--- config.mk ---
export PLATFORM = sky130hd
export DESIGN_NAME = md_pair_gen
export DESIGN_NICKNAME = d
export VERILOG_FILES = /design/src/hw/md_pkg.sv /design/src/hw/md_pair_gen.sv
export SDC_FILE = /design/constraint.sdc
export NUM_CORES = 1
export LEC_CHECK = 0
export BUFFER_PORTS_ARGS = -buffer_cell sky130_fd_sc_hd__buf_4
export CORE_UTILIZATION = 53
export CTS_BUF_LIST = sky130_fd_sc_hd__clkbuf_2
export CTS_CLUSTER_DIAMETER = 40
export DETAILED_ROUTE_END_ITERATION = 10
export PLACE_DENSITY = 0.74
export SLEW_MARGIN = 40
export SYNTH_ARGS = -nofsm -noshare
export SYNTH_HDL_FRONTEND = slang
export SYNTH_SLANG_ARGS = --single-unit
--- constraint.sdc ---
create_clock -name clk -period 3.4 [get_ports clk]
set_input_delay 0.17 -clock clk [delete_from_list [all_inputs] [get_ports clk]]
set_output_delay 0.17 -clock clk [all_outputs]
set_load 0.005 [all_outputs]
--- src/hw/md_pkg.sv ---
// shared widths, Wishbone word map and stage structs; coordinates are signed 10-bit and N is at most 32
package md_pkg;
	localparam int COORD_W     = 10;             // signed coordinate
	localparam int DELTA_W     = 11;             // signed displacement
	localparam int R2_W        = 22;             // unsigned r squared
	localparam int MAX_PART    = 32;
	localparam int PART_IDX_W  = 5;
	localparam int NPART_W     = PART_IDX_W + 1; // holds 0..32
	localparam int CUTOFF_2    = 4096;           // r2 at or above this is dropped
	localparam int BIN_SHIFT   = 6;              // low r2 bits form the fraction
	localparam int BIN_NUM     = 64;
	localparam int BIN_W       = 6;
	localparam int COEF_W      = 16;
	localparam int COEF_INT_W  = COEF_W + 2;     // interpolated coefficient
	localparam int FORCE_W     = 32;
	localparam int RES_DEPTH   = 64;
	localparam int RES_ADDR_W  = 6;
	localparam int RES_CNT_W   = RES_ADDR_W + 1; // count saturates at RES_DEPTH
	localparam int RES_RADDR_W = RES_ADDR_W + 2; // four words per result

	// host port, word addressed
	localparam int WB_ADR_W = 11;
	localparam int WB_DAT_W = 32;
	localparam logic [WB_ADR_W-1:0] REG_CTRL   = 'h000;
	localparam logic [WB_ADR_W-1:0] REG_STATUS = 'h001;
	localparam logic [WB_ADR_W-1:0] REG_NPART  = 'h002;
	localparam logic [WB_ADR_W-1:0] POS_BASE   = 'h100;
	localparam logic [WB_ADR_W-1:0] COEF_BASE  = 'h200;
	localparam logic [WB_ADR_W-1:0] RES_BASE   = 'h400;

	typedef enum logic [2:0] {
		SEL_CTRL,
		SEL_STATUS,
		SEL_NPART,
		SEL_POS,
		SEL_COEF,
		SEL_RES,
		SEL_NONE
	} wb_sel_e;

	typedef enum logic {IDLE, RUN} pair_gen_state_e;

	// z on top so the struct lines up with the host word (x in 9:0)
	typedef struct packed {
		logic signed [COORD_W-1:0] z;
		logic signed [COORD_W-1:0] y;
		logic signed [COORD_W-1:0] x;
	} pos_t;

	typedef struct packed {
		logic signed [COEF_W-1:0] c1; // slope, bits 31:16
		logic signed [COEF_W-1:0] c0; // base, bits 15:0
	} coef_t;

	typedef struct packed {
		logic                  valid;
		logic                  last;
		logic [PART_IDX_W-1:0] idx_i;
		logic [PART_IDX_W-1:0] idx_j;
		pos_t                  pos_i;
		pos_t                  pos_j;
	} pair_t;

	typedef struct packed {
		logic                      valid;
		logic                      last;
		logic [PART_IDX_W-1:0]     idx_i;
		logic [PART_IDX_W-1:0]     idx_j;
		logic signed [DELTA_W-1:0] dx;
		logic signed [DELTA_W-1:0] dy;
		logic signed [DELTA_W-1:0] dz;
		logic [R2_W-1:0]           r2;
	} dist_t;

	typedef struct packed {
		logic                      valid;
		logic                      last;
		logic [PART_IDX_W-1:0]     idx_i;
		logic [PART_IDX_W-1:0]     idx_j;
		logic signed [FORCE_W-1:0] fx;
		logic signed [FORCE_W-1:0] fy;
		logic signed [FORCE_W-1:0] fz;
	} force_t;
endpackage

--- src/hw/md_pair_gen.sv ---
// ordered pair sequencer over positions 0..N-1, one pair per clock; N below 2 gives one bubble
`timescale 1ns/1ps

module md_pair_gen
	import md_pkg::*;
(
	input  logic                  clk,
	input  logic                  rst,
	input  logic                  start,
	input  logic [NPART_W-1:0]    npart,
	input  logic                  pos_we,
	input  logic [PART_IDX_W-1:0] pos_waddr,
	input  pos_t                  pos_wdata,
	output pair_t                 pair_out
);
	pair_gen_state_e state;
	logic [PART_IDX_W-1:0] idx_i;
	logic [PART_IDX_W-1:0] idx_j;
	logic [NPART_W-1:0] j_next1;  // j + 1
	logic [NPART_W-1:0] j_step;   // next j, skipping i
	logic few;                    // no pairs to form
	logic issue_valid;
	logic issue_last;
	pos_t pos_mem [MAX_PART];

	assign few = npart < NPART_W'(2);
	assign j_next1 = NPART_W'(idx_j) + NPART_W'(1);
	assign j_step = (j_next1 == NPART_W'(idx_i)) ? j_next1 + NPART_W'(1) : j_next1;

	assign issue_valid = (state == RUN) && !few;
	// final ordered pair is (N-1, N-2)
	assign issue_last = (state == RUN) && (few ||
		(NPART_W'(idx_i) == npart - NPART_W'(1) && NPART_W'(idx_j) == npart - NPART_W'(2)));

	always_ff @(posedge clk)
	begin
		if (rst)
		begin
			state <= IDLE;
			idx_i <= '0;
			idx_j <= '0;
		end
		else
		begin
			case (state)
				IDLE:
				begin
					if (start)
					begin
						state <= RUN;
						idx_i <= '0;
						idx_j <= PART_IDX_W'(1); // (0,0) is skipped
					end
				end
				RUN:
				begin
					if (issue_last)
						state <= IDLE;
					else if (j_step >= npart)
					begin
						idx_i <= idx_i + PART_IDX_W'(1);
						idx_j <= '0;                  // i is at least 1 here
					end
					else
						idx_j <= j_step[PART_IDX_W-1:0];
				end
				default: state <= IDLE;
			endcase
		end
	end

	always_ff @(posedge clk)
	begin
		if (pos_we)
			pos_mem[pos_waddr] <= pos_wdata;
	end

	// two read ports, one per side of the pair
	always_ff @(posedge clk)
	begin
		pair_out.idx_i <= idx_i;
		pair_out.idx_j <= idx_j;
		pair_out.pos_i <= pos_mem[idx_i];
		pair_out.pos_j <= pos_mem[idx_j];
		if (rst)
		begin
			pair_out.valid <= 1'b0;
			pair_out.last  <= 1'b0;
		end
		else
		begin
			pair_out.valid <= issue_valid;
			pair_out.last  <= issue_last;
		end
	end
endmodule

==> results of run 1 <==
routing by layer:
metal  track usage  vias up  part of all wire
met1        0.3884    13710              0.36
met5             0        -                 0
met4       0.08144        0             0.023
met2        0.4500     1829              0.50
li1              -    10180                 -
met3       0.06805      233              0.12
final timing paths:
check | startpoint | endpoint | slack [ns] | cells past startpoint
setup reg to reg | idx_j[0] | idx_j[4] | -0.05 | 12
setup / recovery | idx_j[0] | idx_j[4] | -0.05 | 12
hold reg to reg | state | idx_i[1] | 0.60 | 2
hold / removal | pos_waddr[4] | pos_mem[1][24] | 0.18 | 5
kinds of logic after synthesis:
| kind of cell | Yosys count | synth area share |
|---|---|---|
| adder cells (fa/ha/maj) | 12 | 0.003221 |
| XOR/XNOR | 23 | 0.004643 |
| AND/OR/NAND/NOR | 111 | 0.01227 |
| AO/OA/AOI/OAI | 31 | 0.004617 |
| multiplexers | 662 | 0.3048 |
| buffers and inverters | 161 | 0.01643 |
| flip-flops | 1043 | 0.6540 |
layout make-up:
class                   count  area share
clock buffers             402     0.03786
clock inverters            72    0.007228
multi-input cells         839      0.2947
flip-flops and latches   1043      0.5744
repair buffers            337     0.05778
diodes                      3   0.0001413
well taps                1155     0.02720
inverters                  10   0.0007064
stage by stage:
stage                     instances  power (µW)  setup WS, ns  hold WS, ns  TNS, ns
final                          3861       24870      -0.04692       0.1782  -0.1291
after global routing           3861       25800       -0.1437      0.09395  -0.9293
after CTS                      3823       24980       0.01460      0.01599        0
after detailed placement       3250       16530      -0.05842       0.4537  -0.1594
after global placement         3248       16460        0.1569       0.4511        0
after floorplan                2043       15860       0.06531       0.2689        0
repair_timing:
action,CTS,global route
gates resized for setup,4,17
setup buffers,0,2
endpoints found under the hold margin,1933,967
cloned,0,1
hold buffers,99,32
setup endpoints to repair,9,17
pin swaps,0,7
worst max-delay path, cell delays in order (launching register included):
cell and delay, ns:
dfxtp_4 0.37, ha_1 0.24, xnor2_2 0.32, xnor2_2 0.19
nand4_1 0.30, nor2_2 0.24, a21oi_1 0.10, ha_1 0.29
nand2b_1 0.18, a2111oi_2 0.35, o31a_1 0.24, nor2b_1 0.33
a31o_2 0.23
power groups by stage:
stage	sequential, µW	combinational (µW)	clock, µW
final	14300	2110	8480
after global routing	14300	2230	9260
after CTS	14300	2060	8640
after detailed placement	14600	1970	0
after global placement	14500	1920	0
after floorplan	14500	1320	0
state kept, by name (all words and copies together), names as in the netlist:
signal and count:
idx_i 5, pair_out 72, idx_j 5, state 1
pos_mem 960
placed cells by master, fill, tap and decap left out, types with 11 or more instances in the layout:
cell type / instances
buf_2: 30
edfxtp_1: 960
nand3_1: 18
dfxtp_1: 73
dlygate4sd3_1: 100
xnor2_1: 13
buf_4: 176
nand3b_1: 11
clkinv_1: 57
buf_12: 19
clkbuf_2: 402
nor2_4: 32
mux2_2: 60
mux4_2: 600
==> out/results.ini, run 1 <==
[global_routing]
antenna_found_initial=2
overflow=0
grt_max_degree=112
grt_pass1_vias=27220
grt_pass1_wl_mm=178.3
grt_usage=0.2809

[setup_path]
cp-end-kind=register
critPathArrivalTime_ns=4.88
worstSetupStartpointType=register
cp.required_ns=4.83
crit_fanout=4
path_class=register to register

[sta]
worst_pin_slew_ns=0.9633
timing.fmax_mhz=290.1
slew_headroom=0.3578
fin_crit_sh=1.014
rsz0062_at_grt=true
drv_slew=0
clock-skew-final_ns=0.1455
fin_crit_ns=3.447
finalWorstSetupSlack_ns=-0.04692
finalHoldViolations=0
finalSetupViolCount=5

[run]
maxCapViolCount=0

[placed_design]
gp_congestion=0.8213
placed_cell_area_mm2=0.04942
port_buffers=116
post-dp-hpwl_mm=63.55

[pwr]
p_switching_uw=6132
irDropWorstVdd_uv=333.1
power_frac_comb=0.085
p_int_uw=18740
clock_power_share=0.341
seq_power_share=0.574
power-per-cell-area_mw_per_mm2=468.0
swShare=0.2466
p_leak_uw=0.01666

[synthesis]
ys_warn_count=0
avgSynthCellArea_um2=22.82
synthTopCellsByArea=edfxtp_1 62%, mux4_2 29%, dfxtp_1 3.6%
yosys.area.top_type=edfxtp_1
synth_cell_types=41
synth_top_area_frac=0.6184
synth_fp_nets=2100
yosysMostFrequentCell=edfxtp_1
ys_ff_latch=1043
ys_seq_area_frac=0.6540
synth-edff-count=960
ys.flop_type=edfxtp_1
netlist_instances=2043
syn-cell-area_mm2=0.04662
ys_async_sr_fraction=0
netlist_top_cells_count=960 x edfxtp_1, 600 x mux4_2, 83 x dfxtp_1

[status]
status=finished, violations left
violations=setup timing

[cells_and_area]
fin_util=0.6116
fin_area_mm2=0.05314
drive_gt1_frac=0.5076
fill_cells=6036
syn2layout_area_growth_pct=13.99
register_area_mm2=0.03052
multiInputGateArea_mm2=0.01566
fin_nets=2569

[worst_hold_path]
hold_path_class=primary input to register

[cts]
clkTransAtPathRegs_ns=0.11
clk_latency_ns=1.50
cts_buffers=281
cts_tree=built
root_buffer=clkbuf_2
clockBufferDepth=4
htreeDepth=5
clock-sinks=1043

[floorplan]
die-area_mm2=0.08915
start_util=0.5365
die_w_um=298.6
io-pin-count=117
die_height_um=298.6
rows=108
core_area_mm2=0.08689

[route]
drt-initial-drc-count=3060
drtPass1Iterations=6
antenna_left=0
num_vias=25950
drc_errors=0
wl_per_cell_um=31.97
viasPerCell=6.721
routed_wl_mm=123.4

Note: power is estimated with default switching activity, not from simulation.
==> run 2: changes to the inputs <==
- CORE_UTILIZATION: 53 -> 36
- PLACE_DENSITY: 0.74 -> 0.55
==> out/results.ini, run 2 (same netlist as run 1, synthesis figures left out) <==
[status]
status=finished, violations left  ; unchanged
violations=setup timing  ; unchanged

[sta]
drv_slew=0  ; unchanged
slew_headroom=0.2680  ; was 0.3578
finalHoldViolations=0  ; unchanged
rsz0062_at_grt=true  ; unchanged
fin_crit_ns=3.458  ; was 3.447 ns
fin_crit_sh=1.017  ; was 1.014
worst_pin_slew_ns=1.098  ; was 0.9633 ns
finalSetupViolCount=13  ; was 5
finalWorstSetupSlack_ns=-0.05788  ; was -0.04692 ns
timing.fmax_mhz=289.2  ; was 290.1 MHz
clock-skew-final_ns=0.09767  ; was 0.1455 ns

[cts]
cts_buffers=301  ; was 281
clk_latency_ns=1.65  ; was 1.50 ns
root_buffer=clkbuf_2  ; unchanged
cts_tree=built  ; unchanged
clock-sinks=1043  ; unchanged
clockBufferDepth=4  ; unchanged
clkTransAtPathRegs_ns=0.13  ; was 0.11 ns
post_cts_buffers=0  ; unchanged
htreeDepth=5  ; unchanged

[setup_path]
critPathLaunch=pos_waddr[3]  ; was idx_j[0]
critPathArrivalTime_ns=4.66  ; was 4.88 ns
worstSetupStartpointType=primary input  ; was register
crit_fanout=25  ; was 4
reg2reg_from=idx_j[0]  ; unchanged
cp.required_ns=4.60  ; was 4.83 ns
cp-end-kind=register  ; unchanged
path_class=primary input to register  ; was register to register

[global_routing]
antenna_found_initial=2  ; unchanged
grt_pass1_vias=27580  ; was 27220
grt_pass1_wl_mm=193.2  ; was 178.3 mm
overflow=0  ; unchanged
grt_usage=0.2090  ; was 0.2809
grt_max_degree=93  ; was 112

[cells_and_area]
drive_gt1_frac=0.5133  ; was 0.5076
largest_register_ffs=960  ; unchanged
syn2layout_area_growth_pct=16.18  ; was 13.99%
fin_nets=2601  ; was 2569
top_regs=pos_mem x960, pair_out x72  ; unchanged
layout_commonest_cell=edfxtp_1  ; unchanged
top_register=pos_mem  ; unchanged
register_area_mm2=0.03053  ; was 0.03052 mm²
fill_cells=11220  ; was 6036
fin_util=0.4231  ; was 0.6116
fin_area_mm2=0.05416  ; was 0.05314 mm²
final_cell_mix=960 x edfxtp_1, 600 x mux4_2, 433 x clkbuf_2  ; was 960 x edfxtp_1, 600 x mux4_2, 402 x clkbuf_2
multiInputGateArea_mm2=0.01563  ; was 0.01566 mm²

[route]
antenna_left=0  ; unchanged
num_vias=25320  ; was 25950
wl_per_cell_um=30.00  ; was 31.97 µm
routed_wl_mm=134.5  ; was 123.4 mm
drtPass1Iterations=5  ; was 6
drc_errors=0  ; unchanged
drt-initial-drc-count=2641  ; was 3060
viasPerCell=5.648  ; was 6.721

[floorplan]
rows=131  ; was 108
core_area_mm2=0.1280  ; was 0.08689 mm²
io-pin-count=117  ; unchanged
die_height_um=361.9  ; was 298.6 µm
start_util=0.3642  ; was 0.5365
die_w_um=361.9  ; was 298.6 µm
die-area_mm2=0.1309  ; was 0.08915 mm²

[placed_design]
post-dp-hpwl_mm=71.26  ; was 63.55 mm
port_buffers=116  ; unchanged
placed_cell_area_mm2=0.05027  ; was 0.04942 mm²
gp_congestion=0.7863  ; was 0.8213

[worst_hold_path]
hp-start=pos_wdata[16]  ; was pos_waddr[4]
hold_path_class=primary input to register  ; unchanged

[pwr]
power-per-cell-area_mw_per_mm2=468.4  ; was 468.0 mW/mm²
irDropWorstVdd_uv=330.8  ; was 333.1 µV
p_leak_uw=0.01686  ; was 0.01666 µW

[run]
maxCapViolCount=0  ; unchanged

==> run 2: changes by cell type in the layout (fill, tap and decap cells not counted), sizes merged <==
cell	delta
buf	+2
bufinv	-1
clkbuf	+30
clkinv	+6
diode	+1
dlygate4sd3	+11
==> run 2: layer usage <==
| layer | part of all wire | global-route usage | routed length (µm) | vias to the layer above |
|---|---|---|---|---|
| met5 | 0 | 0 | 0 | - |
| met4 | 0.024 | 0.06339 | 3204 | 0 |
| met3 | 0.081 | 0.06110 | 10880 | 241 |
| met2 | 0.49 | 0.3343 | 65910 | 1159 |
| met1 | 0.41 | 0.2758 | 54540 | 13670 |
| li1 | - | - | - | 10260 |
==> run 2: stage by stage <==
| stage | power [µW] | setup WS, ns | setup TNS (ns) | cells | hold slack (ns) |
|---|---|---|---|---|---|
| after floorplan | 15860 | 0.06531 | 0 | 2043 | 0.2689 |
| after global placement | 16530 | 0.1242 | 0 | 3826 | 0.4106 |
| after detailed placement | 16570 | 0.05509 | 0 | 3828 | 0.4154 |
| after CTS | 25730 | 0.03746 | 0 | 4446 | 0.04201 |
| after global routing | 26540 | -0.05660 | -0.09571 | 4484 | 0.08136 |
| final | 25370 | -0.05788 | -0.3297 | 4484 | 0.2194 |
==> run 2: worst max-delay path: stages <==
cell and delay, ns:
dlygate4sd3_1 0.55, buf_4 0.14, dlygate4sd3_1 0.67, or3_1 0.39, dlygate4sd3_1 0.71, nor2_4 0.12, dlygate4sd3_1 0.58, dlygate4sd3_1 0.91
buf_12 0.37
==> run 2: path summary, 6_finish.rpt <==
| kind | end | cells after the start | slack (ns) |
|---|---|---|---|
| max | pos_mem[2][24] | 9 | -0.06 |
| min | pos_mem[0][16] | 4 | 0.22 |
| max reg2reg | idx_i[0] | 14 | 0.05 |
| min reg2reg | pair_out[61] | 0 | 0.45 |
==> run 2: power by group <==
group / switching (µW) / internal [µW]
Combinational: 997 / 1100
Clock: 5370 / 3620
Sequential: 109 / 14200
==> run 2: repair_timing <==
action | 4_1_cts | 5_1_grt
resized for setup | 0 | 7
hold buffers | 108 | 34
hold endpoints to repair | 1933 | 1033
setup endpoints to repair | 0 | 10
==> run 2: area by class of cell <==
type,count,area share
clock buffers,433,0.04001
clock inverters,77,0.007231
multi-input cells,839,0.2886
inverters,10,0.0006931
well taps,1729,0.03994
diodes,4,0.0001848
repair buffers,349,0.05967
flip-flops and latches,1043,0.5637
