## src/hw/md_pkg.sv

```systemverilog
// shared widths, Wishbone word map and stage structs; coordinates are signed 10-bit and N is at most 32
package md_pkg;
	localparam int COORD_W     = 10;             // signed coordinate
	localparam int DELTA_W     = 11;             // signed displacement
	localparam int R2_W        = 22;             // unsigned r squared
	localparam int MAX_PART    = 32;
	localparam int PART_IDX_W  = 5;
	localparam int NPART_W     = PART_IDX_W + 1; // holds 0..32
	localparam int CUTOFF_2    = 4096;           // r2 at or above this is dropped
	localparam int BIN_SHIFT   = 6;              // low r2 bits form the fraction
	localparam int BIN_NUM     = 64;
	localparam int BIN_W       = 6;
	localparam int COEF_W      = 16;
	localparam int COEF_INT_W  = COEF_W + 2;     // interpolated coefficient
	localparam int FORCE_W     = 32;
	localparam int RES_DEPTH   = 64;
	localparam int RES_ADDR_W  = 6;
	localparam int RES_CNT_W   = RES_ADDR_W + 1; // count saturates at RES_DEPTH
	localparam int RES_RADDR_W = RES_ADDR_W + 2; // four words per result

	// host port, word addressed
	localparam int WB_ADR_W = 11;
	localparam int WB_DAT_W = 32;
	localparam logic [WB_ADR_W-1:0] REG_CTRL   = 'h000;
	localparam logic [WB_ADR_W-1:0] REG_STATUS = 'h001;
	localparam logic [WB_ADR_W-1:0] REG_NPART  = 'h002;
	localparam logic [WB_ADR_W-1:0] POS_BASE   = 'h100;
	localparam logic [WB_ADR_W-1:0] COEF_BASE  = 'h200;
	localparam logic [WB_ADR_W-1:0] RES_BASE   = 'h400;

	typedef enum logic [2:0] {
		SEL_CTRL,
		SEL_STATUS,
		SEL_NPART,
		SEL_POS,
		SEL_COEF,
		SEL_RES,
		SEL_NONE
	} wb_sel_e;

	typedef enum logic {IDLE, RUN} pair_gen_state_e;

	// z on top so the struct lines up with the host word (x in 9:0)
	typedef struct packed {
		logic signed [COORD_W-1:0] z;
		logic signed [COORD_W-1:0] y;
		logic signed [COORD_W-1:0] x;
	} pos_t;

	typedef struct packed {
		logic signed [COEF_W-1:0] c1; // slope, bits 31:16
		logic signed [COEF_W-1:0] c0; // base, bits 15:0
	} coef_t;

	typedef struct packed {
		logic                  valid;
		logic                  last;
		logic [PART_IDX_W-1:0] idx_i;
		logic [PART_IDX_W-1:0] idx_j;
		pos_t                  pos_i;
		pos_t                  pos_j;
	} pair_t;

	typedef struct packed {
		logic                      valid;
		logic                      last;
		logic [PART_IDX_W-1:0]     idx_i;
		logic [PART_IDX_W-1:0]     idx_j;
		logic signed [DELTA_W-1:0] dx;
		logic signed [DELTA_W-1:0] dy;
		logic signed [DELTA_W-1:0] dz;
		logic [R2_W-1:0]           r2;
	} dist_t;

	typedef struct packed {
		logic                      valid;
		logic                      last;
		logic [PART_IDX_W-1:0]     idx_i;
		logic [PART_IDX_W-1:0]     idx_j;
		logic signed [FORCE_W-1:0] fx;
		logic signed [FORCE_W-1:0] fy;
		logic signed [FORCE_W-1:0] fz;
	} force_t;
endpackage

```

## src/hw/md_dist_stage.sv

```systemverilog
// displacement then r2 and cutoff, two register stages; filtered pairs keep their last bit
`timescale 1ns/1ps

module md_dist_stage
	import md_pkg::*;
(
	input  logic  clk,
	input  logic  rst,
	input  pair_t pair_in,
	output dist_t dist_out
);
	dist_t s1;                     // displacements, r2 still empty
	logic signed [2*DELTA_W-1:0] sq_x;
	logic signed [2*DELTA_W-1:0] sq_y;
	logic signed [2*DELTA_W-1:0] sq_z;
	logic [R2_W-1:0] r2_sum;

	// stage 1: operands sign-extend to DELTA_W, no overflow
	always_ff @(posedge clk)
	begin
		s1.idx_i <= pair_in.idx_i;
		s1.idx_j <= pair_in.idx_j;
		s1.dx    <= pair_in.pos_i.x - pair_in.pos_j.x;
		s1.dy    <= pair_in.pos_i.y - pair_in.pos_j.y;
		s1.dz    <= pair_in.pos_i.z - pair_in.pos_j.z;
		s1.r2    <= '0;              // filled in stage 2
		if (rst)
		begin
			s1.valid <= 1'b0;
			s1.last  <= 1'b0;
		end
		else
		begin
			s1.valid <= pair_in.valid;
			s1.last  <= pair_in.last;
		end
	end

	assign sq_x = s1.dx * s1.dx;
	assign sq_y = s1.dy * s1.dy;
	assign sq_z = s1.dz * s1.dz;
	assign r2_sum = $unsigned(sq_x) + $unsigned(sq_y) + $unsigned(sq_z); // squares are >= 0

	// stage 2: r2 plus the cutoff filter
	always_ff @(posedge clk)
	begin
		dist_out <= s1;
		dist_out.r2 <= r2_sum;
		if (rst)
		begin
			dist_out.valid <= 1'b0;
			dist_out.last  <= 1'b0;
		end
		else
			dist_out.valid <= s1.valid && (r2_sum < CUTOFF_2);
	end
endmodule

```

## config.mk

```make
export PLATFORM = sky130hd
export DESIGN_NAME = md_dist_stage
export DESIGN_NICKNAME = d
export VERILOG_FILES = /design/src/hw/md_pkg.sv /design/src/hw/md_dist_stage.sv
export SDC_FILE = /design/constraint.sdc
export NUM_CORES = 1
export LEC_CHECK = 0
export BUFFER_PORTS_ARGS = -buffer_cell sky130_fd_sc_hd__buf_2
export CORE_UTILIZATION = 30
export CTS_CLUSTER_DIAMETER = 150
export CTS_CLUSTER_SIZE = 8
export DETAILED_ROUTE_END_ITERATION = 10
export PLACE_DENSITY = 0.51
export SLEW_MARGIN = 20
export SYNTH_ARGS = -nofsm -noshare
export SYNTH_HDL_FRONTEND = slang
export SYNTH_SLANG_ARGS = --single-unit
```

## constraint.sdc

```tcl
create_clock -name clk -period 8.05 [get_ports clk]
set_input_delay 2.0125 -clock clk [delete_from_list [all_inputs] [get_ports clk]]
set_output_delay 2.0125 -clock clk [all_outputs]
set_load 0.02 [all_outputs]
```

==> impl_metrics.py, run 1 <==
metrics = {
    "outcome": {
        "status": "finished, violations left",
        "violations": "design-rule violations",
    },
    "sta": {
        "max_freq_mhz": 131,
        "finalCritPeriodShare_pct": 95.1,
        "finalSetupTns_ns": 0,
        "rsz0062_at_grt": "no",
        "setup_viol": 0,
        "clock_skew_ns": 0.0197,
        "report.final.slew_viol_count": 0,
        "period_needed_ns": 7.65,
        "max_slew_margin_pct": 54.7,
        "tightest_slew_ns": 0.674,
        "final-hold-violation-count": 0,
    },
    "synth": {
        "synth_seq_cells": 112,
        "synth_cell_types": 38,
        "postSynthCellCount": 1625,
        "ys_seq_area_share_pct": 13.9,
        "syn_area_per_cell_um2": 9.95,
        "yosysWarnings": 0,
        "netlist_area_mm2": 0.0162,
        "synth_fp_nets": 2213,
    },
    "cts": {
        "cts_tree": "built",
        "cts_max_level": 3,
        "cts_max_path_buffers": 2,
        "cts.sink_count": 112,
        "insertion_delay_ns": 0.40,
        "post_cts_buffers": 0,
        "cts_root_buffer": "clkbuf_16",
        "clk_pin_slew_ns": 0.10,
        "cts_buffers": 9,
    },
    "routing": {
        "ant_nets": 0,
        "first_pass_iters": 7,
        "drt_iter0_drc": 355,
        "wire_per_inst_um": 15.1,
        "viasPerCell": 4.24,
        "drc": 2,
        "vias": 10500,
        "drt_wl_total_um": 37300,
    },
    "placement": {
        "routabilityCongestion": 0.833,
        "portBuffers": 140,
        "dp_hpwl_um": 34000,
    },
    "floorplanning": {
        "io_pins": 141,
        "dieArea_mm2": 0.0548,
        "dieHeight_um": 234,
        "start_util_pct": 30.6,
        "die_x_um": 234,
        "rows": 84,
        "core_area_mm2": 0.0529,
    },
    "final_layout": {
        "area_growth_pct": 12.5,
        "fillCellCount": 5458,
        "utilization_pct": 34.4,
        "drive_gt1_share_pct": 11.4,
        "layout_common_cells": "514 x inv_1, 374 x fa_1, 140 x ha_1, 140 x buf_2, 104 x nand2_1",
        "final_common_cell": "inv_1",
        "final_nets": 2369,
        "diodes": 0,
    },
    "setup_path": {
        "cp-start-kind": "flop",
        "worstSetupPathType": "reg -> reg",
        "critical_path.max_fanout": 10,
        "cp_slowest_stage_delay_ns": 0.61,
        "required_ns": 8.37,
        "worst_path_most_repeated_cell": "fa_1",
        "crit_arrival_ns": 7.97,
        "critPathSlowestCell": "dfxtp_1",
        "crit_chain": "inv_1 -> nor2_1 -> inv_1 -> fa_1 -> fa_1 -> fa_1 -> inv_1 -> fa_1 -> fa_1 -> fa_1 -> inv_1 -> fa_1 -> inv_1 -> fa_1 -> ha_1 -> o21ai_0 -> a21oi_1 -> a31oi_2 -> xnor2_1 -> or3b_1 -> or4_1 -> or4_1 -> nor4_2",
        "cp-end-kind": "flop",
    },
    "flow_run": {
        "cap_violations": 0,
    },
    "global_route": {
        "grt_max_degree": 21,
        "grt_pass1_vias": 11600,
        "antenna_found_initial": 1,
        "grt_pass1_wl_um": 61000,
        "grt_usage_pct": 14.8,
        "grt_remaining_overflow": 0,
    },
    "min_path": {
        "hp-class": "reg -> reg",
    },
}
-- metal layers --
| layer | vias up | part of all wire (%) | track usage, % |
|---|---|---|---|
| li1 | 4941 | - | - |
| met1 | 5343 | 43 | 19.2 |
| met2 | 162 | 51 | 25.5 |
| met3 | 34 | 3.9 | 2.31 |
| met4 | 0 | 1.8 | 4.04 |
| met5 | - | 0 | 0 |
-- registers in the layout (all words and copies together) (netlist names) --
signal and cells:
s1 45, dist_out 67
-- through the flow --
stage               instance area [um2]  hold slack (ns)  instances  setup slack (ns)
floorplan                         16200            0.310       1625             0.698
global placement                  17900            0.310       2458             0.309
detailed placement                17900            0.312       2458             0.206
CTS                               18200            0.326       2473             0.160
global route                      18200            0.333       2473            0.0300
finish                            18200            0.329       2473             0.396
-- cells in the mapped netlist --
cell      count  area [um2]
inv_1       514        1930
fa_1        374        7490
ha_1        140        1750
dfxtp_1     112        2240
nand2_1     104         390
and2_1       65         407
nor2_1       60         225
xnor2_1      46         403
nor2b_1      40         250
clkbuf_1     29         109
o21ai_0      29         145
xor2_1       21         184
a21oi_1      17        85.1
a21o_1       14         105
a21boi_0      9        67.6
a31oi_1       6        37.5
nand2b_1      6        37.5
mux2i_1       4        40.0
nor3_1        4        20.0
a221oi_1      3        26.3
o21a_1        3        22.5
a211oi_1      2        15.0
nand3_1       2        10.0
nand3b_1      2        15.0
o211ai_1      2        15.0
o21bai_1      2        15.0
or2_2         2        12.5
or3_1         2        12.5
or4_1         2        15.0
a211oi_4      1        20.0
a31oi_2       1        12.5
a41oi_1       1        8.76
and3_1        1        6.26
nand4_1       1        6.26
nor4_2        1        12.5
o311ai_2      1        16.3
o31ai_1       1        7.51
or3b_1        1        8.76
-- cell type report --
class                   count  area, um2  share of cell area (%)
clock buffers               9        225                    1.24
clock inverters             6       57.6                   0.316
inverters                 514       1930                    10.6
multi-input cells         970      11900                    65.4
flip-flops and latches    112       2250                    12.4
well taps                 688        861                    4.73
repair buffers            174        968                    5.32
-- cell families after synthesis --
group | count (synthesis) | share of synthesized area, %
XOR/XNOR | 67 | 3.63
adder cells (fa/ha/maj) | 514 | 57.1
flip-flops | 112 | 13.9
multiplexers | 4 | 0.248
AO/OA/AOI/OAI | 92 | 3.71
AND/OR/NAND/NOR | 293 | 8.83
buffers and inverters | 543 | 12.6
-- final timing paths --
| check | startpoint | cells after the start | endpoint | slack, ns |
|---|---|---|---|---|
| worst min-delay path | s1[60] | 0 | dist_out[60] | 0.33 |
| worst max-delay path | s1[39] | 23 | dist_out[66] | 0.40 |
| worst max register to register | s1[39] | 23 | dist_out[66] | 0.40 |
| worst min register to register | s1[60] | 0 | dist_out[60] | 0.33 |
-- critical path: cells and delay by family (launching register included) --
kind	cells	cell delay [ns]
AND/OR/NAND/NOR	5	1.57
adder cells (fa/ha/maj)	9	4.23
buffers and inverters	5	0.45
AO/OA/AOI/OAI	3	0.59
XOR/XNOR	1	0.16
flip-flops	1	0.61
-- what timing repair did --
item,CTS,global route
gates resized for setup,0,10
hold buffers,0,0
endpoints found under the setup margin,0,1
Power of run 1 is not shown: default switching activity piles up to over one toggle a cycle in this logic, so the estimate is an artifact.
==> inputs of run 2 (changes only) <==
--- a/config.mk
+++ b/config.mk
@@ -11,6 +11,8 @@
 export CTS_CLUSTER_SIZE = 8
 export DETAILED_ROUTE_END_ITERATION = 10
 export PLACE_DENSITY = 0.51
+export RECOVER_POWER = 50
+export SETUP_SLACK_MARGIN = 0.15
 export SLEW_MARGIN = 20
 export SYNTH_ARGS = -nofsm -noshare
 export SYNTH_HDL_FRONTEND = slang
==> impl_metrics.py, run 2 (synthesis results as in run 1) <==
metrics = {
    "outcome": {
        "status": "finished, violations left",
        "violations": "design-rule violations",
    },
    "cts": {
        "cts_max_level": 3,
        "cts_buffers": 9,
        "cts.sink_count": 112,
        "cts_max_path_buffers": 2,
        "cts_tree": "built",
        "clk_pin_slew_ns": 0.10,
        "cts_root_buffer": "clkbuf_16",
        "insertion_delay_ns": 0.40,
        "hold_buffers": 0,
    },
    "setup_path": {
        "critPathSlowestCell": "dfxtp_1",
        "cp_num_buf_inv": 5,
        "required_ns": 8.37,
        "r2r_start": "s1[39]",
        "cp_slowest_stage_delay_ns": 0.62,
        "crit_family": "adder cells",
        "crit_start": "s1[39]",
        "cp-start-kind": "flop",
        "cp-end-kind": "flop",
        "worst_path_most_repeated_cell": "fa_1",
        "critical_path.max_fanout": 10,
        "worstSetupPathType": "reg -> reg",
        "crit_chain": "inv_1 -> nor2_1 -> inv_1 -> fa_1 -> fa_1 -> fa_1 -> inv_1 -> fa_1 -> fa_1 -> fa_1 -> inv_1 -> fa_1 -> inv_1 -> fa_1 -> ha_1 -> nor2_1 -> o311ai_4 -> a41oi_1 -> o21bai_1 -> xor2_1 -> or4_1 -> or4_1 -> nor4_2",
        "crit_arrival_ns": 7.96,
    },
    "floorplanning": {
        "io_pins": 141,
        "start_util_pct": 30.6,
        "rows": 84,
        "dieArea_mm2": 0.0548,
        "core_area_mm2": 0.0529,
        "die_x_um": 234,
        "dieHeight_um": 234,
    },
    "sta": {
        "finalCritPeriodShare_pct": 94.9,
        "final-hold-violation-count": 0,
        "rsz0062_at_grt": "no",
        "setup_viol": 0,
        "tightest_slew_ns": 0.680,
        "clock_skew_ns": 0.0192,
        "max_slew_margin_pct": 54.4,
        "hold-worst-slack_ns": 0.330,
        "max_freq_mhz": 131,
        "report.final.slew_viol_count": 0,
        "finalSetupTns_ns": 0,
        "period_needed_ns": 7.64,
    },
    "routing": {
        "ant_nets": 0,
        "wire_per_inst_um": 15.1,
        "vias": 10500,
        "drc": 2,
        "drt_iter0_drc": 360,
        "drt_wl_total_um": 37300,
        "first_pass_iters": 7,
        "viasPerCell": 4.23,
    },
    "final_layout": {
        "top_regs": "dist_out (67), s1 (45)",
        "top_register": "dist_out",
        "layout_common_cells": "513 x inv_1, 373 x fa_1, 139 x ha_1",
        "diodes": 0,
        "drive_gt1_share_pct": 10.4,
        "largest_register_ffs": 67,
        "fillCellCount": 5476,
        "final_nets": 2371,
        "final_common_cell": "inv_1",
        "final_design_area_no_fill_mm2": 0.0182,
        "area_growth_pct": 12.4,
    },
    "placement": {
        "portBuffers": 140,
        "dpl-instance-area_mm2": 0.0179,
        "dp_hpwl_um": 34000,
        "routabilityCongestion": 0.833,
    },
    "min_path": {
        "holdCritStartpoint": "s1[60]",
        "hp-class": "reg -> reg",
    },
    "flow_run": {
        "cap_violations": 0,
    },
    "global_route": {
        "grt_pass1_wl_um": 61000,
        "grt_max_degree": 21,
        "grt_remaining_overflow": 0,
        "antenna_found_initial": 1,
        "grt_usage_pct": 14.8,
        "grt_pass1_vias": 11600,
    },
}
run 2: per-layer routing:
metal	share of wire (%)	vias up	GRT usage [%]
met5	0	-	0
met3	3.6	32	2.31
li1	-	4946	-
met2	52	150	25.5
met4	1.8	0	4.04
met1	43	5342	19.2
run 2: final timing paths:
path,cells past startpoint,slack (ns),endpoint
worst max-delay path,23,0.41,dist_out[66]
worst min-delay path,0,0.33,dist_out[60]
worst max register to register,23,0.41,dist_out[66]
worst min register to register,0,0.33,dist_out[60]
run 2: metrics by stage:
step                      util (%)  instances  worst slack, ns
after floorplan                  -       1625            0.698
after global placement        33.8       2458            0.309
after detailed placement      33.8       2458            0.206
after CTS                     34.4       2473            0.160
after global routing          34.4       2475           0.0865
final                         34.4       2475            0.410
run 2: area by class of cell:
cell class | instances | area, um2 | share of cell area, %
Timing Repair Buffer | 176 | 933 | 5.13
Clock buffer | 9 | 225 | 1.24
Tap cell | 688 | 861 | 4.73
Inverter | 514 | 1930 | 10.6
Clock inverter | 6 | 57.6 | 0.317
Sequential cell | 112 | 2250 | 12.4
Multi-Input combinational cell | 970 | 11900 | 65.5
run 2: what timing repair did:
| action | CTS | global route |
|---|---|---|
| hold endpoints to repair | 0 | 0 |
| resized for setup | 0 | 25 |
| endpoints found under the setup margin | 0 | 1 |
| setup buffers | 0 | 2 |
Power of run 2 is left out for the same reason.
==> inputs of run 3 (changes only) <==
--- a/config.mk
+++ b/config.mk
@@ -6,11 +6,11 @@
 export NUM_CORES = 1
 export LEC_CHECK = 0
 export BUFFER_PORTS_ARGS = -buffer_cell sky130_fd_sc_hd__buf_2
-export CORE_UTILIZATION = 30
+export CORE_UTILIZATION = 63
 export CTS_CLUSTER_DIAMETER = 150
 export CTS_CLUSTER_SIZE = 8
 export DETAILED_ROUTE_END_ITERATION = 10
-export PLACE_DENSITY = 0.51
+export PLACE_DENSITY = 0.89
 export RECOVER_POWER = 50
 export SETUP_SLACK_MARGIN = 0.15
 export SLEW_MARGIN = 20
==> impl_metrics.py, run 3 (synthesis results as in run 1) <==
metrics = {
    "floorplanning": {
        "start_util_pct": 64.2,
        "rows": 58,
        "io_pins": 141,
        "dieHeight_um": 162,
        "dieArea_mm2": 0.0263,
        "core_area_mm2": 0.0252,
        "die_x_um": 162,
    },
    "setup_path": {
        "worstSetupPathType": "reg -> reg",
        "crit_family": "adder cells",
        "required_ns": 8.34,
        "crit_arrival_ns": 8.05,
        "critPathSlowestCell": "dfxtp_1",
        "critical_path.max_fanout": 8,
        "cp_slowest_stage_delay_ns": 0.59,
        "crit_start": "s1[31]",
        "worst_path_most_repeated_cell": "fa_1",
        "cp_num_buf_inv": 5,
        "cp-end-kind": "flop",
        "cp-start-kind": "flop",
        "r2r_start": "s1[31]",
        "reg2reg_slack_ns": 0.29,
        "crit_chain": "inv_1 -> nor2_1 -> fa_1 -> fa_1 -> inv_1 -> fa_1 -> inv_1 -> fa_1 -> fa_1 -> fa_1 -> inv_1 -> fa_1 -> inv_1 -> fa_1 -> ha_1 -> o21ai_0 -> a21oi_2 -> a31oi_2 -> xnor2_1 -> or3b_1 -> or4_1 -> or4_1 -> nor4_2",
    },
    "sta": {
        "max_slew_margin_pct": 60.6,
        "setup_viol": 0,
        "tightest_slew_ns": 0.590,
        "max_freq_mhz": 129,
        "period_needed_ns": 7.76,
        "finalCritPeriodShare_pct": 96.4,
        "report.final.slew_viol_count": 0,
        "final-hold-violation-count": 0,
        "clock_skew_ns": 0.0169,
    },
    "routing": {
        "viasPerCell": 5.37,
        "drc": 0,
        "wl_met3_um": 2910,
        "wl_met2_um": 19400,
        "vias": 11300,
        "drt_wl_total_um": 37700,
        "top_layer": "met4",
        "wl_met1_um": 12900,
        "first_pass_iters": 5,
        "drt_iter0_drc": 833,
        "wire_per_inst_um": 17.9,
        "ant_nets": 0,
    },
    "min_path": {
        "hp-class": "reg -> reg",
        "holdCritStartpoint": "s1[56]",
    },
    "global_route": {
        "grt_remaining_overflow": 0,
        "antenna_found_initial": 1,
        "grt_usage_pct": 31.5,
        "grt_pass1_wl_um": 62600,
        "grt_pass1_vias": 13100,
        "grt_max_degree": 21,
    },
    "outcome": {
        "status": "completed",
    },
    "placement": {
        "dp_hpwl_um": 31000,
        "routabilityCongestion": 0.935,
        "portBuffers": 140,
    },
    "final_layout": {
        "drive_gt1_share_pct": 9.59,
        "layout_common_cells": "514 x inv_1, 372 x fa_1, 140 x ha_1",
        "final_nets": 2356,
        "largest_register_ffs": 67,
        "utilization_pct": 70.0,
        "area_growth_pct": 9.04,
        "final_common_cell": "inv_1",
        "top_regs": "dist_out (67), s1 (45)",
        "top_register": "dist_out",
    },
    "cts": {
        "cts_buffers": 9,
        "cts_max_path_buffers": 2,
        "insertion_delay_ns": 0.38,
        "hold_buffers": 0,
        "cts_root_buffer": "clkbuf_16",
        "cts_tree": "built",
        "cts_max_level": 3,
        "clk_pin_slew_ns": 0.09,
        "cts.sink_count": 112,
    },
    "flow_run": {
        "cap_violations": 0,
    },
}
[run 3: cell types whose count changed in the layout (fill, tap and decap cells not counted), sizes merged]
| cell | before | now |
|---|---|---|
| diode | 0 | 1 |
| clkinv | 1 | 3 |
| buf | 148 | 134 |
| inv | 518 | 516 |
[run 3: per-stage QoR]
step | setup slack, ns | area [um2] | hold WS, ns | instances | setup TNS (ns)
CTS | 0.258 | 17600 | 0.332 | 2103 | 0
floorplan | 0.698 | 16200 | 0.310 | 1625 | 0
finish | 0.292 | 17600 | 0.332 | 2104 | 0
global placement | 0.498 | 17300 | 0.310 | 2087 | 0
detailed placement | 0.301 | 17300 | 0.312 | 2087 | 0
global route | -0.00662 | 17600 | 0.335 | 2103 | -0.00662
[run 3: final timing paths]
check / endpoint / depth (start not counted)
max: dist_out[66] / 23
min: dist_out[56] / 0
max reg2reg: dist_out[66] / 23
min reg2reg: dist_out[56] / 0
[run 3: area by class of cell]
cell class	count	area (um2)
Fill cell	1669	7550
Sequential cell	112	2260
Timing Repair Buffer	161	818
Inverter	514	1930
Clock buffer	10	229
Tap cell	330	413
Antenna cell	1	2.50
Multi-Input combinational cell	970	11900
Clock inverter	6	61.3
[run 3: per-layer routing]
metal / vias to the layer above / track usage, %
met5: - / 0
met4: 0 / 20.2
met3: 179 / 6.33
met2: 532 / 54.4
met1: 5672 / 35.7
li1: 4925 / -
[run 3: repair_timing]
action / 4_1_cts / 5_1_grt
pin swaps: 0 / 0
setup endpoints to repair: 1 / 1
resized for setup: 1 / 26
setup buffers: 0 / 0
[run 3: worst reg2reg max path, delay by kind of cell, from the launching register on]
kind / cells / cell delay, ns
flops: 1 / 0.59
xor+xnor: 1 / 0.16
fa+ha+maj: 9 / 4.30
simple gates: 5 / 1.50
compound gates: 3 / 0.63
buf+inv: 5 / 0.50
Power of run 3 is left out for the same reason.
