--- config.mk ---
export PLATFORM = sky130hd
export DESIGN_NAME = md_wb_regs
export DESIGN_NICKNAME = d
export VERILOG_FILES = /design/src/hw/md_pkg.sv /design/src/hw/md_wb_regs.sv
export SDC_FILE = /design/constraint.sdc
export NUM_CORES = 1
export LEC_CHECK = 0
export BUFFER_PORTS_ARGS = -buffer_cell sky130_fd_sc_hd__buf_4
export CORE_AREA = 3 3 92 94
export DETAILED_ROUTE_END_ITERATION = 16
export DIE_AREA = 0 0 95 97
export GPL_TIMING_DRIVEN = 0
export PLACE_DENSITY_LB_ADDON = 0.05
export SYNTH_ARGS = -nofsm -noshare
export SYNTH_HDL_FRONTEND = slang
export SYNTH_SLANG_ARGS = --single-unit
--- constraint.sdc ---
create_clock -name clk -period 4.3 [get_ports clk]
set_input_delay 0.645 -clock clk [delete_from_list [all_inputs] [get_ports clk]]
set_output_delay 0.645 -clock clk [all_outputs]
set_load 0.02 [all_outputs]
--- src/hw/md_pkg.sv ---
// shared widths, Wishbone word map and stage structs; coordinates are signed 10-bit and N is at most 32
package md_pkg;
	localparam int COORD_W     = 10;             // signed coordinate
	localparam int DELTA_W     = 11;             // signed displacement
	localparam int R2_W        = 22;             // unsigned r squared
	localparam int MAX_PART    = 32;
	localparam int PART_IDX_W  = 5;
	localparam int NPART_W     = PART_IDX_W + 1; // holds 0..32
	localparam int CUTOFF_2    = 4096;           // r2 at or above this is dropped
	localparam int BIN_SHIFT   = 6;              // low r2 bits form the fraction
	localparam int BIN_NUM     = 64;
	localparam int BIN_W       = 6;
	localparam int COEF_W      = 16;
	localparam int COEF_INT_W  = COEF_W + 2;     // interpolated coefficient
	localparam int FORCE_W     = 32;
	localparam int RES_DEPTH   = 64;
	localparam int RES_ADDR_W  = 6;
	localparam int RES_CNT_W   = RES_ADDR_W + 1; // count saturates at RES_DEPTH
	localparam int RES_RADDR_W = RES_ADDR_W + 2; // four words per result

	// host port, word addressed
	localparam int WB_ADR_W = 11;
	localparam int WB_DAT_W = 32;
	localparam logic [WB_ADR_W-1:0] REG_CTRL   = 'h000;
	localparam logic [WB_ADR_W-1:0] REG_STATUS = 'h001;
	localparam logic [WB_ADR_W-1:0] REG_NPART  = 'h002;
	localparam logic [WB_ADR_W-1:0] POS_BASE   = 'h100;
	localparam logic [WB_ADR_W-1:0] COEF_BASE  = 'h200;
	localparam logic [WB_ADR_W-1:0] RES_BASE   = 'h400;

	typedef enum logic [2:0] {
		SEL_CTRL,
		SEL_STATUS,
		SEL_NPART,
		SEL_POS,
		SEL_COEF,
		SEL_RES,
		SEL_NONE
	} wb_sel_e;

	typedef enum logic {IDLE, RUN} pair_gen_state_e;

	// z on top so the struct lines up with the host word (x in 9:0)
	typedef struct packed {
		logic signed [COORD_W-1:0] z;
		logic signed [COORD_W-1:0] y;
		logic signed [COORD_W-1:0] x;
	} pos_t;

	typedef struct packed {
		logic signed [COEF_W-1:0] c1; // slope, bits 31:16
		logic signed [COEF_W-1:0] c0; // base, bits 15:0
	} coef_t;

	typedef struct packed {
		logic                  valid;
		logic                  last;
		logic [PART_IDX_W-1:0] idx_i;
		logic [PART_IDX_W-1:0] idx_j;
		pos_t                  pos_i;
		pos_t                  pos_j;
	} pair_t;

	typedef struct packed {
		logic                      valid;
		logic                      last;
		logic [PART_IDX_W-1:0]     idx_i;
		logic [PART_IDX_W-1:0]     idx_j;
		logic signed [DELTA_W-1:0] dx;
		logic signed [DELTA_W-1:0] dy;
		logic signed [DELTA_W-1:0] dz;
		logic [R2_W-1:0]           r2;
	} dist_t;

	typedef struct packed {
		logic                      valid;
		logic                      last;
		logic [PART_IDX_W-1:0]     idx_i;
		logic [PART_IDX_W-1:0]     idx_j;
		logic signed [FORCE_W-1:0] fx;
		logic signed [FORCE_W-1:0] fy;
		logic signed [FORCE_W-1:0] fz;
	} force_t;
endpackage

--- src/hw/md_wb_regs.sv ---
// Wishbone classic slave, ack two cycles after stb; the master must hold cyc/stb until ack
`timescale 1ns/1ps

module md_wb_regs
	import md_pkg::*;
(
	input  logic                   clk,
	input  logic                   rst,
	input  logic                   wb_cyc,
	input  logic                   wb_stb,
	input  logic                   wb_we,
	input  logic [WB_ADR_W-1:0]    wb_adr,
	input  logic [WB_DAT_W-1:0]    wb_dat_w,
	input  logic                   done_pulse,
	input  logic [RES_CNT_W-1:0]   res_count,
	input  logic                   overflow,
	input  coef_t                  coef_rdata,
	input  logic [FORCE_W-1:0]     res_rdata,
	output logic                   wb_ack,
	output logic [WB_DAT_W-1:0]    wb_dat_r,
	output logic                   start,
	output logic [NPART_W-1:0]     npart,
	output logic                   pos_we,
	output logic [PART_IDX_W-1:0]  pos_waddr,
	output pos_t                   pos_wdata,
	output logic                   coef_we,
	output logic [BIN_W-1:0]       coef_addr,
	output coef_t                  coef_wdata,
	output logic [RES_RADDR_W-1:0] res_raddr
);
	wb_sel_e sel;                 // decoded target of the current access
	logic pend;                   // request seen, RAM read in progress
	logic busy;
	logic done;
	logic wr_ok;                  // write slot, only while idle
	logic [WB_DAT_W-1:0] status_word;

	// address decode, regions matched on their upper bits
	always_comb
	begin
		if (wb_adr == REG_CTRL)
			sel = SEL_CTRL;
		else if (wb_adr == REG_STATUS)
			sel = SEL_STATUS;
		else if (wb_adr == REG_NPART)
			sel = SEL_NPART;
		else if (wb_adr[WB_ADR_W-1:PART_IDX_W] == POS_BASE[WB_ADR_W-1:PART_IDX_W])
			sel = SEL_POS;
		else if (wb_adr[WB_ADR_W-1:BIN_W] == COEF_BASE[WB_ADR_W-1:BIN_W])
			sel = SEL_COEF;
		else if (wb_adr[WB_ADR_W-1:RES_RADDR_W] == RES_BASE[WB_ADR_W-1:RES_RADDR_W])
			sel = SEL_RES;
		else
			sel = SEL_NONE;
	end

	// writes land in the pend cycle, adr and data are stable by then
	assign wr_ok = pend & wb_we & ~busy;
	assign start = wr_ok & (sel == SEL_CTRL) & wb_dat_w[0]; // start while busy is dropped

	assign pos_we    = wr_ok & (sel == SEL_POS);
	assign pos_waddr = wb_adr[PART_IDX_W-1:0];
	assign pos_wdata = pos_t'(wb_dat_w[3*COORD_W-1:0]);

	assign coef_we    = wr_ok & (sel == SEL_COEF);
	assign coef_addr  = wb_adr[BIN_W-1:0];   // shared by write and read-back
	assign coef_wdata = coef_t'(wb_dat_w);
	assign res_raddr  = wb_adr[RES_RADDR_W-1:0];

	always_comb
	begin
		status_word = '0;
		status_word[0] = busy;
		status_word[1] = done;
		status_word[2] = overflow;
		status_word[16 +: RES_CNT_W] = res_count;
	end

	always_ff @(posedge clk)
	begin
		if (rst)
		begin
			pend   <= 1'b0;
			wb_ack <= 1'b0;
			busy   <= 1'b0;
			done   <= 1'b0;
			npart  <= '0;
		end
		else
		begin
			pend   <= wb_cyc & wb_stb & ~pend & ~wb_ack; // one request per stb
			wb_ack <= pend;
			if (start)
			begin
				busy <= 1'b1;
				done <= 1'b0;
			end
			else if (done_pulse)
			begin
				busy <= 1'b0;
				done <= 1'b1;
			end
			if (wr_ok && sel == SEL_NPART)
				npart <= (wb_dat_w > MAX_PART) ? NPART_W'(MAX_PART) : wb_dat_w[NPART_W-1:0];
		end
	end

	// read mux; RAM outputs were registered in the cycle with stb
	always_ff @(posedge clk)
	begin
		if (pend)
		begin
			case (sel)
				SEL_STATUS: wb_dat_r <= status_word;
				SEL_NPART:  wb_dat_r <= WB_DAT_W'(npart);
				SEL_COEF:   wb_dat_r <= coef_rdata;
				SEL_RES:    wb_dat_r <= res_rdata;
				default:    wb_dat_r <= '0;        // ctrl and positions are write only
			endcase
		end
	end
endmodule

==> results of run 1 <==
## cells in the mapped netlist
cell type                  instances  area, µm²
sky130_fd_sc_hd__nand3_1           1       5.00
sky130_fd_sc_hd__or2_2             1       6.26
sky130_fd_sc_hd__nand2b_1          2       12.5
sky130_fd_sc_hd__or2_1             1       6.26
sky130_fd_sc_hd__inv_1            16       60.1
sky130_fd_sc_hd__a311oi_1          1       8.76
sky130_fd_sc_hd__a211oi_1          1       7.51
sky130_fd_sc_hd__o21ba_1           1       10.0
sky130_fd_sc_hd__nor4_1            7       43.8
sky130_fd_sc_hd__a22o_1           19        166
sky130_fd_sc_hd__a222oi_1         13        130
sky130_fd_sc_hd__or4_4             1       11.3
sky130_fd_sc_hd__or2_4             1       8.76
sky130_fd_sc_hd__nand4_1           1       6.26
sky130_fd_sc_hd__dfxtp_1          10        200
sky130_fd_sc_hd__nor2b_1           3       18.8
sky130_fd_sc_hd__buf_4            82        616
sky130_fd_sc_hd__nand2_1           8       30.0
sky130_fd_sc_hd__nor3_1            2       10.0
sky130_fd_sc_hd__o32ai_1           5       43.8
sky130_fd_sc_hd__edfxtp_1         32        961
sky130_fd_sc_hd__and3_1            1       6.26
sky130_fd_sc_hd__clkbuf_1          8       30.0
sky130_fd_sc_hd__nand3b_1          8       60.1
sky130_fd_sc_hd__or3_1             1       6.26
sky130_fd_sc_hd__or4b_2            1       10.0
sky130_fd_sc_hd__nor4_4            4       85.1
sky130_fd_sc_hd__nor2_1            5       18.8
sky130_fd_sc_hd__nor3b_1           2       15.0
## path summary, 6_finish.rpt
| check | start | end | slack (ns) | depth (start not counted) |
|---|---|---|---|---|
| hold reg to reg | wb_ack | pend | 0.41 | 1 |
| setup reg to reg | pend | npart[1] | 2.15 | 5 |
| setup / recovery | pend | start | 1.28 | 4 |
| hold / removal | wb_ack | pend | 0.41 | 1 |
## power by group
| group | switching (mW) | internal, mW |
|---|---|---|
| logic | 0.141 | 0.189 |
| registers | 0.00766 | 0.448 |
| clock network | 0.127 | 0.109 |
| total | 0.276 | 0.746 |
## critical path: stages, from the launching register on
cell and delay (ns):
sky130_fd_sc_hd__dfxtp_2 0.84, sky130_fd_sc_hd__nand3b_1 0.34, sky130_fd_sc_hd__or2_4 0.35, sky130_fd_sc_hd__nor4_4 0.33, sky130_fd_sc_hd__buf_4 0.20
## kinds of logic after synthesis
group / after synthesis
and+or+nand+nor: 50
DFF: 42
buffers and inverters: 106
AOI/OAI and AO/OA: 40
## per-layer routing
metal	vias to the layer above	share of wire	track usage
met5	-	0	0
met4	0	0.020	0.0622
met3	10	0.11	0.0661
met2	145	0.54	0.339
met1	1192	0.34	0.183
li1	1297	-	-
## sequential cells by signal, summed over array words and instances (netlist names)
register and count:
pend 1, wb_ack 1, done 1, npart 6, busy 1, wb_dat_r 32
## per-stage QoR
step / worst slack [ns] / hold WS, ns / utilization
floorplan: 1.49 / 0.469 / -
global route: 1.12 / 0.457 / 0.599
detailed placement: 1.46 / 0.403 / 0.588
global placement: 0.979 / 0.411 / 0.588
finish: 1.28 / 0.411 / 0.599
CTS: 1.23 / 0.414 / 0.599
## area by class of cell
cell class,instances,area (µm²)
Buffer,90,646
Clock buffer,5,68.8
Clock inverter,2,10.0
Fill cell,668,3100
Inverter,16,60.1
Multi-Input combinational cell,90,727
Sequential cell,42,1160
Tap cell,102,128
Timing Repair Buffer,243,1820
==> results.txt, run 1 <==
The global route total overflow is 0. The net count after synthesis came out at 359. The post-route non-filler standard cell count came out at 590.

The total count of hold-check failures in the final report is 0. The final critical-path share of the clock period came out at 0.701. The cell area after placement came out at about 4500 µm². The routed length per placed instance came out at about 15 µm. In the global route stage, overall resource usage came out at 0.183. The wire length of the first global-routing pass came out at about 13000 µm. The tree is rooted in a sky130_fd_sc_hd__clkbuf_8. The number of DRC violations after detailed-routing iteration 0 is 84. The class of the most critical setup path is reg -> out.

The max-cap violation count is 0. The count of instances resized after the clock tree is built came out at 0. Once detail routing completed, the nets flagged for antenna violations numbered 0.

The source-to-sink clock delay at the later pin of the worst-skew pair came out at 0.29 ns. The final route contains 2644 vias. Clock-pin slew was measured on the worst setup and hold paths at 0.07 ns. The top cell types in the final layout, fill and taps aside, are sky130_fd_sc_hd__buf_4, sky130_fd_sc_hd__edfxtp_1, sky130_fd_sc_hd__a22o_1, sky130_fd_sc_hd__inv_1, sky130_fd_sc_hd__a222oi_1. The count of pins over their slew limit came out at 0. The simple logic cell fraction of the synthesized area is 0.139.

The run finished with clean final reports. The row count is 32. The count of endpoints failing setup in the final report is 0. The register bit count reported by yosys came out at 42. The maximum buffer depth of the clock tree came out at 2. The worst setup path is captured at an output pin. The total number of H-tree levels is 2. The core footprint is ~7700 µm².

The post-route cell area is between 4000 and 5000 µm². The number of distinct library cells after synthesis is 29. Setup repair after global routing left no endpoint under its margin. The share of synthesized area occupied by flip-flops and latches is 0.448. The critical-path maximum fanout is 35. The number of warnings issued by yosys came out at 0.

The mean number of vias per cell is between 4 and 5. The total power is 1.02 mW. The fraction of the mapped netlist area in compound gates is 0.141.

From left edge to right edge, the die measures 95 µm. The total negative slack for setup checks came out at 0 ns. STA classifies the critical path startpoint as a flop. The timing-limited maximum frequency is 332 MHz.

The number of clock sinks is 42. The total of hold buffers inserted after clock tree synthesis came out at 0. The fraction of layout instances using a drive strength above 1 is 0.699. After synthesis, the largest family of logic cells by area is buffers and inverters. For the pin with the worst max-slew slack, the measured transition is 0.808 ns. The number of placed cells counting well taps came out at around 580. The number of input and output port buffers inserted is 243. The routability congestion estimate is just over 0.8. The worst endpoint data arrival time came out at 2.37 ns. The post-CTS repair timing setup buffer count came out at 0. The synthesized instance count came out at 238. The required time of the critical path is 3.65 ns. The total power per unit cell area is between 200 and 250 nW/µm². The number of global-route vias before repair is 2715.

After synthesis, the share of cell area in mux cells is 0. The final clock skew came out at 0.00213 ns. The highest ir drop seen on vdd came out at 103 µV. The growth of design area from synthesis to finish came out at 78.3%. The leakage power came out at 2.28 nW. The CTS tree is yes. The average cell area after synthesis came out at approximately 11 µm². The worst min-delay path class is reg -> reg. The area of the die came out at 9220 µm².

The largest net degree at the start of global routing is 36. The number of clock buffers added by TritonCTS is 5. Detailed placement finished with a half-perimeter wire length of 7510 µm.

The final critical path time including I/O delays and setup is 3.02 ns. The remaining max-slew budget at the tightest pin is 0.460. The most common library cell in the layout ignoring fill and taps is sky130_fd_sc_hd__buf_4. After the last flow step, the layout net total stands at 609.

The final routed wirelength across all metal layers is 8890 µm. The die span in y is 97 µm. Pin placement for this block handled 244 I/O pins. The antenna diode count is 0. The synthesized area came out at between 2000 and 3000 µm².

After detailed routing, the number of remaining DRC violations is 0. The initial utilization of the core area, before any placement, comes to 0.336. The number of antenna violations at the first check in global routing is 0.

The arithmetic-cell share of the synthesized area counting full adders, half adders and majority gates is 0. Of the total synthesized cell area, the portion taken by XOR and XNOR cells is 0. For this run, the detailed router's first-pass iteration total came to 5.
Note: power is estimated with default switching activity, not from simulation.
==> run 2, diff against run 1 <==
- ABC_AREA: default -> 1
- CORE_AREA: 3 3 92 94 -> default
- CORE_ASPECT_RATIO: default -> 0.75
- CORE_MARGIN: default -> 3
- CORE_UTILIZATION: default -> 38
- DIE_AREA: 0 0 95 97 -> default
- clock period: 4.3 -> 2.8 ns (I/O delays scaled with it)
==> run 2 against run 1 <==
Total power grew 73%. Wire length shrank 0.65%. Register-to-register slack lost 1.2 ns. Largest power group unchanged. Clock skew grew 0.0039 ns. Sequential power grew 52%. Sequential share of layout area shrank 0.96 points. Highest routed layer unchanged. Clock-buffer cell count is the same. Critical path type unchanged. Synthesized cell count grew 28%. Critical path depth grew 1. Critical endpoint unchanged. Die area shrank 10%. Design area grew 4.0%.
==> results.txt, run 2 <==
The total power came out at 1.76 mW. The critical path in this run is classified as reg -> out. The final routed wirelength across all metal layers came out at 8840 µm. The global routing stage identified its most utilized layer as met2. The fraction of met3 tracks used by global routing came out at 0.0622. The total count of hold-check failures in the final report came out at 0. The timing-limited maximum frequency came out at 395 MHz. The largest registers in the layout are wb_dat_r x32, npart x6. The most common cell in the synthesized netlist is sky130_fd_sc_hd__buf_4. Counting every net in the synthesized netlist gives between 400 and 500.

The total area inside the core boundary comes to 6900 µm². The required time of the critical path is 2.38 ns. The routed length per placed instance is between 10 and 15 µm. The cell sitting at the root of the clock tree is a sky130_fd_sc_hd__clkbuf_8. By area the synthesized netlist is led by sky130_fd_sc_hd__edfxtp_1, sky130_fd_sc_hd__buf_4, sky130_fd_sc_hd__dfxtp_1. The die span in y came out at 79.4 µm. Detailed placement ended at an HPWL of ~7300 µm. The total via count in the routed design is 2874. Counting flops with an async set or reset pin after synthesis yields a share of 0. Summed over all layers, the global routing overflow is 0. The finished layout holds 652 standard cells, fillers aside. The count of buffers added on input and output ports is about 240. The count of boundary I/O pins is 244. The highest ir drop seen on vdd came out at 236 µV. STA classifies the critical path endpoint as an output pin. The average cell area after synthesis came out at ~9 µm². No sink is reached through more buffers than the 2 on the longest clock path. Setup repair after global routing left no endpoint under its margin. STA classifies the critical path startpoint as a flop. The wire length of the first global-routing pass is 13400 µm. For this run, global-route usage on met1 was measured as 0.233. The dominant delay contributor by cell family on the critical path is flip-flops.

The number of distinct library cells after synthesis came out at 27. The number of clock sinks came out at 42. The final critical-path share of the clock period came out at 0.903. Entering global routing, the biggest net connects 35 pins. Dividing total power by cell area gives a power density of 367 nW/µm². The register with the most flip-flops in the layout has 32 of them. The measured slew at the worst slew-check pin is ~0.8 ns.

The horizontal die dimension came out at 104 µm. The internal reg-to-reg setup slack came out at 0.93 ns. The detailed-routing iteration count for the pre-antenna-repair pass is 4.

The cell count after synthesis came out at 304. Setup violations remaining at the end of the flow were counted as 0. The critical-path maximum fanout is 34. The initial core utilization came out at 0.396. The worst min-delay path class is in -> reg. The repair_antennas step left the layout with diodes totalling 0. Once detail routing completed, the nets flagged for antenna violations numbered 0.

The register bit count reported by yosys came out at 42. The most prevalent standard cell on the critical path is sky130_fd_sc_hd__nand3_1. The most used flip-flop cell after synthesis is sky130_fd_sc_hd__edfxtp_1.

From synthesis to final layout, the design area changed by 76.1%. The row count is 26. The number of warnings issued by yosys is 0. TritonCTS built the clock tree. The worst path needs 2.53 ns of the cycle, external delays included. The remaining max-slew budget at the tightest pin is 0.467.

The cell taking the most area after synthesis is sky130_fd_sc_hd__edfxtp_1. The total number of H-tree levels is 2. For this block, the initial DRC count from the detailed router was 71.

The count of instances resized after the clock tree is built came out at 1. The final layout contains 674 nets. The number of placed cells counting well taps came out at 644. In the global route stage, met2 resource usage came out at 0.366.

The signal on the critical path passes through nand3_1, inv_1, nand3_1, nor2_1, buf_4. The max-cap violation count came out at 0. Hold repair after CTS inserted 0 buffers. Clock skew on the completed layout was measured at 0.00599 ns. The leakage power came out at 2.45 nW. The share of synthesized area occupied by flip-flops and latches came out at 0.425. The fraction of layout instances using a drive strength above 1 came out at 0.635. The number of buffers inserted during clock tree synthesis is 5.

The number of antenna violations at the first check in global routing is 0. The number of global-route vias before repair came out at 2799. The total negative slack for setup checks is 0 ns.

The die covers between 8000 and 9000 µm². The mean number of vias per cell is roughly 4.4. The cell area that synthesis handed to floorplanning was approximately 2700 µm². The buffering stage count on the worst path with inverters included came out at 2. Among all stages on the critical path, the largest delay is contributed by sky130_fd_sc_hd__dfxtp_2. The source-to-sink clock delay at the later pin of the worst-skew pair came out at approximately 0.30 ns. In the synthesized netlist, the cells that appear most often are sky130_fd_sc_hd__buf_4, sky130_fd_sc_hd__nand2_1, sky130_fd_sc_hd__edfxtp_1.

The routability congestion estimate is 0.821. Ranked by flip-flop count, first place goes to wb_dat_r. The top-area cell type share of the netlist area is 0.352.

The worst endpoint data arrival time is 2.11 ns. The largest single stage delay on the critical path is 0.86 ns. The flow ran to the end, and the final reports show no timing, DRC or antenna violations. The count of pins over their slew limit came out at 0. Leaving out fill and tap cells, the most frequent cell in the layout is sky130_fd_sc_hd__buf_4. The filler cell count in the final layout is between 500 and 600.

The detailed-route DRC error count came out at 0. Yosys mapped a number of flops with a built-in enable equal to 32. In the layout the commonest cells are sky130_fd_sc_hd__buf_4, sky130_fd_sc_hd__nand2_1, sky130_fd_sc_hd__edfxtp_1, sky130_fd_sc_hd__nor2_1, sky130_fd_sc_hd__inv_1. The clock transition time at the flip-flop clock pins of the worst setup and hold paths came out at 0.08 ns. The aggregate global-route resource usage came out at 0.201. The post-CTS repair timing setup buffer count is 0.
==> run 2: cell types whose count changed after synthesis, moves of 7 or more <==
cell / before / now
sky130_fd_sc_hd__a22oi_1: 0 / 9
sky130_fd_sc_hd__a222oi_1: 13 / 0
sky130_fd_sc_hd__inv_1: 16 / 28
sky130_fd_sc_hd__clkbuf_1: 8 / 1
sky130_fd_sc_hd__nor2_1: 5 / 31
sky130_fd_sc_hd__nand2_1: 8 / 36
sky130_fd_sc_hd__nand3b_1: 8 / 0
sky130_fd_sc_hd__nand3_1: 1 / 16
==> run 2: routing by layer <==
| layer | part of all wire | vias up |
|---|---|---|
| met5 | 0 | - |
| met4 | 0.011 | 0 |
| met3 | 0.077 | 8 |
| met2 | 0.52 | 137 |
| met1 | 0.39 | 1293 |
| li1 | - | 1436 |
==> run 2: kinds of logic (layout without fill, tap and decap cells) <==
group,Yosys count,after routing,share of synthesized area
and+or+nand+nor,100,100,0.174
AOI/OAI and AO/OA,44,44,0.124
DFF,42,42,0.425
buffers and inverters,118,368,0.278
==> run 2: metrics by stage <==
step,instance area (µm²),util,setup slack (ns),hold WS [ns]
6_report,4810,0.697,0.271,0.376
5_1_grt,4810,0.697,0.0788,0.378
4_1_cts,4810,0.697,0.245,0.374
3_5_place_dp,4670,0.677,-0.0208,0.417
3_3_place_gp,4670,0.677,0.0434,0.415
2_1_floorplan,2730,-,0.427,0.427
==> run 2: cell type report <==
cell class / count / area, µm² / area share
timing repair buffer: 242 / 1820 / 0.378
inverter: 29 / 109 / 0.0226
clock inverter: 3 / 68.8 / 0.0143
sequential: 42 / 1160 / 0.242
clock buffer: 5 / 68.8 / 0.0143
buffer: 89 / 649 / 0.135
multi-input combinational: 144 / 812 / 0.169
tap: 98 / 123 / 0.0255
==> run 2: worst paths after layout <==
| kind | start | end | depth (start not counted) |
|---|---|---|---|
| worst max-delay path | pend | start | 5 |
| worst min-delay path | wb_cyc | pend | 3 |
| worst max register to register | pend | npart[1] | 5 |
| worst min register to register | wb_ack | pend | 1 |
==> run 2: power breakdown <==
group | switching (mW) | total [mW] | internal (mW)
Clock | 0.222 | 0.580 | 0.357
Combinational | 0.211 | 0.492 | 0.282
Sequential | 0.00995 | 0.691 | 0.681
Total | 0.443 | 1.76 | 1.32
==> run 2: worst reg2reg max path: stages, from the launching register on <==
cell and delay [ns]:
sky130_fd_sc_hd__dfxtp_2 0.86, sky130_fd_sc_hd__nand3_1 0.43, sky130_fd_sc_hd__nor2_4 0.28, sky130_fd_sc_hd__nand2_1 0.08, sky130_fd_sc_hd__nand2_1 0.06, sky130_fd_sc_hd__nor2_1 0.04
